==> src/scan_pkg.sv <==
`default_nettype none

package scan_pkg;

   // Number of interleaved TCP streams tracked
   localparam int NUM_STREAMS = 64;

   // Length of the command text searched for
   localparam int PATTERN_LEN = 8;

   // Command text
   // First character in the top byte
   localparam logic [8*PATTERN_LEN-1:0] PATTERN = "RCPT TO:";

   // One payload character
   typedef logic [7:0] byte_t;

   // Stream number
   // Wide enough for every stream
   typedef logic [$clog2(NUM_STREAMS)-1:0] stream_id_t;

   // Count of enabled packets that matched
   typedef logic [15:0] count_t;

   // Matcher states
   // Each state is the number of leading pattern characters seen so far
   typedef enum logic [3:0]
   {
      S_IDLE = 4'd0,
      S_R    = 4'd1,
      S_RC   = 4'd2,
      S_RCP  = 4'd3,
      S_RCPT = 4'd4,
      S_SP   = 4'd5,
      S_T    = 4'd6,
      S_TO   = 4'd7
   } dfa_state_t;

endpackage

`default_nettype wire
==> src/smtp_scan_top.sv <==
`default_nettype none
`timescale 1ns/10ps

module smtp_scan_top
   import scan_pkg::*;
(
   input  wire              clk,
   input  wire              rst_n,
   // Packet framing
   input  wire              load_state,
   input  wire stream_id_t  stream_id,
   input  wire              eop,
   // Payload bytes
   input  wire byte_t       char_in,
   input  wire              char_in_vld,
   // Enable table writes
   input  wire              cfg_wr,
   input  wire stream_id_t  cfg_stream,
   input  wire              cfg_enable,
   // Results
   output logic             fired,
   output count_t           count
);

   // Enable bit of the stream in flight
   logic stream_enable;

   // Per-stream enable table
   scan_config scan_config_i
   (
      .clk           (clk),
      .rst_n         (rst_n),
      .cfg_wr        (cfg_wr),
      .cfg_stream    (cfg_stream),
      .cfg_enable    (cfg_enable),
      .stream_id     (stream_id),
      .stream_enable (stream_enable)
   );

   // State save and restore, match flag and counter
   stream_context stream_context_i
   (
      .clk           (clk),
      .rst_n         (rst_n),
      .load_state    (load_state),
      .eop           (eop),
      .stream_id     (stream_id),
      .char_in       (char_in),
      .char_in_vld   (char_in_vld),
      .stream_enable (stream_enable),
      .fired         (fired),
      .count         (count)
   );

endmodule

`default_nettype wire

==> src/stream_context.sv <==
`default_nettype none
`timescale 1ns/10ps

module stream_context
   import scan_pkg::*;
(
   input  wire              clk,
   input  wire              rst_n,
   input  wire              load_state,
   input  wire              eop,
   input  wire stream_id_t  stream_id,
   input  wire byte_t       char_in,
   input  wire              char_in_vld,
   input  wire              stream_enable,
   output logic             fired,
   output count_t           count
);

   // Saved matcher state, one entry per stream
   dfa_state_t             state_mem [NUM_STREAMS];

   // Streams whose memory entry holds a saved state
   logic [NUM_STREAMS-1:0] seen;

   // State handed to the matcher at packet start
   dfa_state_t             state_in;
   logic                   state_in_vld;

   // Matcher results
   dfa_state_t             state_out;
   logic                   accept_out;

   // Set once the current packet has matched
   logic                   match_flag;

   // Commit point for an enabled stream
   logic                   save_state;

   assign save_state = eop && stream_enable;

   // Match flag drives the output directly
   assign fired = match_flag;

   // Load strobe to the matcher one cycle after load_state
   always_ff @(posedge clk)
   begin
      if (!rst_n)
         state_in_vld <= 1'b0;
      else
         state_in_vld <= load_state;
   end

   // State restore at packet start
   // Unseen streams begin from idle
   always_ff @(posedge clk)
   begin
      if (load_state)
      begin
         if (seen[stream_id])
            state_in <= state_mem[stream_id];
         else
            state_in <= S_IDLE;
      end
   end

   // State save at the end of an enabled packet
   always_ff @(posedge clk)
   begin
      if (save_state)
         state_mem[stream_id] <= state_out;
   end

   // Seen bitmap
   always_ff @(posedge clk)
   begin
      if (!rst_n)
         seen <= '0;
      else if (save_state)
         seen[stream_id] <= 1'b1;
   end

   // Per-packet match flag and match counter
   always_ff @(posedge clk)
   begin
      if (!rst_n)
      begin
         match_flag <= 1'b0;
         count      <= '0;
      end
      else
      begin
         // New packet starts unmatched
         if (load_state)
            match_flag <= 1'b0;

         // Flag follows the matcher pulse by one edge
         if (accept_out)
            match_flag <= 1'b1;

         if (eop)
         begin
            if (stream_enable)
               // Several matches in one packet still count once
               count <= count + count_t'(match_flag);
            else
               match_flag <= 1'b0;
         end
      end
   end

   // Byte-serial matcher
   rcpt_dfa rcpt_dfa_i
   (
      .clk          (clk),
      .rst_n        (rst_n),
      .char_in      (char_in),
      .char_in_vld  (char_in_vld),
      .state_in     (state_in),
      .state_in_vld (state_in_vld),
      .state_out    (state_out),
      .accept_out   (accept_out)
   );

endmodule

`default_nettype wire

==> src/scan_config.sv <==
`default_nettype none
`timescale 1ns/10ps

module scan_config
   import scan_pkg::*;
(
   input  wire              clk,
   input  wire              rst_n,
   // Configuration write port
   input  wire              cfg_wr,
   input  wire stream_id_t  cfg_stream,
   input  wire              cfg_enable,
   // Stream of the packet in flight
   input  wire stream_id_t  stream_id,
   output logic             stream_enable
);

   // One enable bit per stream
   logic [NUM_STREAMS-1:0] enable_q;

   // Single-bit writes
   // All streams start disabled
   always_ff @(posedge clk)
   begin
      if (!rst_n)
         enable_q <= '0;
      else if (cfg_wr)
         enable_q[cfg_stream] <= cfg_enable;
   end

   // Select the bit of the active stream
   always_comb
   begin
      stream_enable = enable_q[stream_id];
   end

endmodule

`default_nettype wire

==> src/rcpt_dfa.sv <==
`default_nettype none
`timescale 1ns/10ps

module rcpt_dfa
   import scan_pkg::*;
(
   input  wire              clk,
   input  wire              rst_n,
   input  wire byte_t       char_in,
   input  wire              char_in_vld,
   input  wire dfa_state_t  state_in,
   input  wire              state_in_vld,
   output dfa_state_t       state_out,
   output logic             accept_out
);

   // Character the current state waits for
   byte_t      expect_char;
   // Byte matches the expected character
   logic       char_hit;
   // Current state is the last one before a full match
   logic       last_char;
   // State taken if a byte is consumed this cycle
   dfa_state_t next_state;

   // Pattern lookup and transition table
   always_comb
   begin
      expect_char = PATTERN[8*(PATTERN_LEN-1-int'(state_out)) +: 8];
      char_hit    = (char_in == expect_char);
      last_char   = (int'(state_out) == PATTERN_LEN-1);

      if (char_hit && last_char)
         // Full pattern seen, start over
         next_state = S_IDLE;
      else if (char_hit)
         // Advance by one character
         next_state = dfa_state_t'(state_out + 4'd1);
      else if (char_in == PATTERN[8*(PATTERN_LEN-1) +: 8])
         // A mismatching R still opens a new attempt
         next_state = S_R;
      else
         next_state = S_IDLE;
   end

   // State register
   // A load from the context block wins over a byte in the same cycle
   always_ff @(posedge clk)
   begin
      if (!rst_n)
      begin
         state_out  <= S_IDLE;
         accept_out <= 1'b0;
      end
      else if (state_in_vld)
      begin
         state_out  <= state_in;
         accept_out <= 1'b0;
      end
      else if (char_in_vld)
      begin
         state_out  <= next_state;
         // One-cycle pulse on completing the pattern
         accept_out <= char_hit && last_char;
      end
      else
      begin
         accept_out <= 1'b0;
      end
   end

endmodule

`default_nettype wire

==> config.mk <==
export PLATFORM = sky130hd
export DESIGN_NAME = smtp_scan_top
export DESIGN_NICKNAME = d
export VERILOG_FILES = /design/src/scan_pkg.sv /design/src/smtp_scan_top.sv /design/src/stream_context.sv /design/src/scan_config.sv /design/src/rcpt_dfa.sv
export SDC_FILE = /design/constraint.sdc
export NUM_CORES = 1
export LEC_CHECK = 0
export ABC_CLOCK_PERIOD_IN_PS = 4900
export BUFFER_PORTS_ARGS = -buffer_cell sky130_fd_sc_hd__buf_2
export CAP_MARGIN = 5
export CORE_ASPECT_RATIO = 0.8
export CORE_UTILIZATION = 45
export CTS_CLUSTER_SIZE = 10
export DETAILED_ROUTE_END_ITERATION = 7
export GPL_TIMING_DRIVEN = 0
export PLACE_DENSITY_LB_ADDON = 0.08
export SLEW_MARGIN = 40
export SYNTH_ARGS = -nofsm -noshare
export SYNTH_HDL_FRONTEND = slang
export SYNTH_SLANG_ARGS = --single-unit
==> constraint.sdc <==
create_clock -name clk -period 4.9 [get_ports clk]
set_input_delay 0.98 -clock clk [delete_from_list [all_inputs] [get_ports clk]]
set_output_delay 0.98 -clock clk [all_outputs]
set_load 0.03 [all_outputs]
==> impl_metrics.toml <==
[logic_synthesis]
syn_inst = 1405
avgSynthCellArea_um2 = 12.0
synth_flop_cell = "edfxtp_1"
syn_area_um2 = 16800
syn-num-nets = 1435
yosysSeqAreaShare_pct = 64.3
yosys.cell_types.count = 64
synth_seq_cells = 411
synth-async-reset-ratio_pct = 0
synth-edff-count = 260
synth-warning-count = 0

[placed_design]
gp_congestion = 0.918
dp_slack_ns = 0.0943
hpwl_um = 37200
dp.cells = 1930
io_buffers = 41

[timing]
finalCritPeriodShare_pct = 89.7
fin_worst_skew_ns = 0.0311
slew_headroom_pct = 39.4
finalSetupTns_ns = 0
worst_slack_ns = 0.504
finalHoldViolCount = 0
slew_violations = 0
rsz0062_at_grt = "false"
fmax_mhz = 227
tightestPinTransition_ns = 0.902
setup_viol = 0
period_needed_ns = 4.40
finalHoldWorstSlack_ns = 0.453

[clock_tree]
post_cts_buffers = 0
clkSinkCount = 411
cts_root_buffer = "clkbuf_16"
cts_made_buffers = 47
cts.repair.resized = 0
clk_path_buf_depth = 3
cts_max_level = 2
cts_hold_buf = 0
path_clk_slew_ns = 0.06
cts_tree = "built"
worst_skew_pair.late_latency_ns = 0.58

[critical_path]
crit_required_ns = 5.19
cp-end-kind = "register"
ff2ff_path_depth = 9
crit_start = "stream_id[2]"
worstPathMaxFanout = 10
arrival_ns = 4.68
cp-start-kind = "input port"
rr_startpoint = "scan_config_i.enable_q[38]"
r2r_end = "stream_context_i.seen[35]"
reg2reg_setup_slack_ns = 2.04
path_class = "in -> reg"

[route]
wirelength_um = 54900
vias = 12800
drc = 0
avgViaCountPerCell = 6.36
wire_per_inst_um = 27.2
drtAntennaViolNets = 0
drt-initial-drc-count = 1713
drtPass1Iterations = 5

[global_route]
grt_util_met3_pct = 6.61
grt_busiest_layer = "met1"
grt_max_degree = 57
overflow = 0
grt_pass1_wl_um = 80400
antenna_found_initial = 1
grt_pass1_vias = 11800
grt_usage_pct = 29.2
met2_usage_pct = 39.6
grtUsageMet1_pct = 45.7

[power_and_ir_drop]
p_per_area_nw_per_um2 = 373
p_leak_nw = 6.27
ir_worst_vdd_uv = 226

[floorplan]
coreArea_um2 = 36400
die_h_um = 175
die_w_um = 218
ios = 44
num_rows = 62
initial_core_util_pct = 46.3
dieArea_um2 = 38200

[min_path]
holdCritStartpoint = "scan_config_i.enable_q[16]"
worst_hold_path.endpoint = "scan_config_i.enable_q[16]"
hold_depth = 2
hp-class = "reg -> reg"

[run_status]
outcome = "finished clean"

[final_layout]
drive_gt1_share_pct = 14.5
area_growth_pct = 15.4
final_common_cell = "edfxtp_1"
mostFrequentLayoutCells = "edfxtp_1, dfxtp_1, nand2_1"
n_antenna_cell = 0
n_fill_cell = 3191
fin_util_pct = 53.4
nNetsFinal = 1532
fin_cells = 2018

[job]
cap_violations = 0
==> critical path: stages <==
cell	delay (ns)
buf_2	0.10
buf_4	0.19
buf_6	0.18
buf_2	0.21
nor3_1	0.59
buf_2	0.54
buf_2	0.47
buf_2	0.42
a22oi_1	0.16
nand4_1	0.13
a21oi_1	0.14
a41oi_1	0.53
==> worst max path at each step <==
| stage | depth (start not counted) | endpoint |
|---|---|---|
| 6_report | 12 | stream_context_i.state_in[1] |
| 4_1_cts | 12 | stream_context_i.state_in[2] |
| 3_3_place_gp | 11 | stream_context_i.state_in[3] |
| 5_1_grt | 12 | stream_context_i.state_in[2] |
| 2_1_floorplan | 11 | stream_context_i.state_in[0] |
| 3_5_place_dp | 11 | stream_context_i.state_in[0] |
==> area by class of cell <==
class	instances	area (µm²)	share of cell area, %
Clock buffer	82	1330	6.84
Sequential cell	411	10800	55.8
Tap cell	480	601	3.09
Buffer	117	552	2.84
Clock inverter	3	30.0	0.155
Timing Repair Buffer	48	315	1.62
Multi-Input combinational cell	870	5740	29.5
Inverter	7	26.3	0.135
==> registers in the layout, indices dropped and copies added, names as in the netlist <==
signal                                  count
scan_config_i.enable_q                     64
stream_context_i.state_in                   4
stream_context_i.seen                      64
stream_context_i.state_in_vld               1
stream_context_i.rcpt_dfa_i.state_out       4
stream_context_i.fired                      1
stream_context_i.rcpt_dfa_i.accept_out      1
stream_context_i.count                     16
stream_context_i.state_mem                256
==> cells by family (layout without fill, tap and decap cells) <==
group,Yosys count,after routing,synth area share (%)
DFF,411,411,64.3
muxes,28,28,2.06
and+or+nand+nor,409,409,12.5
xor gates and xnor gates,4,4,0.208
adders and majority gates,3,3,0.223
buffers and inverters,124,257,3.34
AOI/OAI and AO/OA,426,426,17.3
==> per-stage QoR <==
stage / total power [mW] / cell area, µm²
after CTS: 7.26 / 19300
after global placement: 4.09 / 17600
after floorplan: 3.93 / 16800
final: 7.25 / 19400
after detailed placement: 4.10 / 17900
after global routing: 7.43 / 19400
==> synth_stat cells, types with 3 or more instances <==
master | n | area share, %
a21oi_1 | 103 | 3.1
a221oi_1 | 32 | 1.7
a22o_1 | 29 | 1.5
a22oi_1 | 103 | 4.6
a31oi_1 | 22 | 0.82
a41oi_1 | 4 | 0.21
and2_1 | 11 | 0.41
and3_1 | 8 | 0.30
and3b_1 | 3 | 0.16
buf_1 | 11 | 0.25
buf_2 | 15 | 0.45
buf_4 | 3 | 0.13
buf_6 | 9 | 0.60
clkbuf_1 | 79 | 1.8
dfxtp_1 | 151 | 18
edfxtp_1 | 260 | 46
ha_1 | 3 | 0.22
inv_1 | 6 | 0.13
mux2i_1 | 20 | 1.2
mux4_2 | 5 | 0.67
nand2_1 | 117 | 2.6
nand2b_1 | 3 | 0.11
nand3_1 | 56 | 1.7
nand3b_1 | 13 | 0.58
nand4_1 | 24 | 0.89
nand4b_1 | 8 | 0.42
nor2_1 | 43 | 0.96
nor2b_1 | 6 | 0.22
nor3_1 | 70 | 2.1
nor3b_1 | 8 | 0.36
o21a_1 | 64 | 2.9
o21ai_0 | 35 | 1.0
o21ai_1 | 10 | 0.30
o22ai_1 | 3 | 0.11
o2bb2ai_1 | 3 | 0.16
o31ai_1 | 7 | 0.31
or2_2 | 5 | 0.19
or3_1 | 11 | 0.41
or3b_2 | 3 | 0.16
or4_1 | 8 | 0.36
xnor2_1 | 3 | 0.16
==> layer usage <==
layer / share of wire [%] / vias to the layer above
met1: 47 / 6455
li1: - / 5640
met3: 10 / 117
met2: 40 / 622
met4: 2.7 / 2
met5: 0.024 / -
==> power by group <==
| part | switching, mW | internal, mW |
|---|---|---|
| Clock | 1.38 | 1.83 |
| Sequential | 0.0106 | 3.66 |
| Combinational | 0.284 | 0.0898 |
No activity file was read; power rests on OpenSTA's default activity.
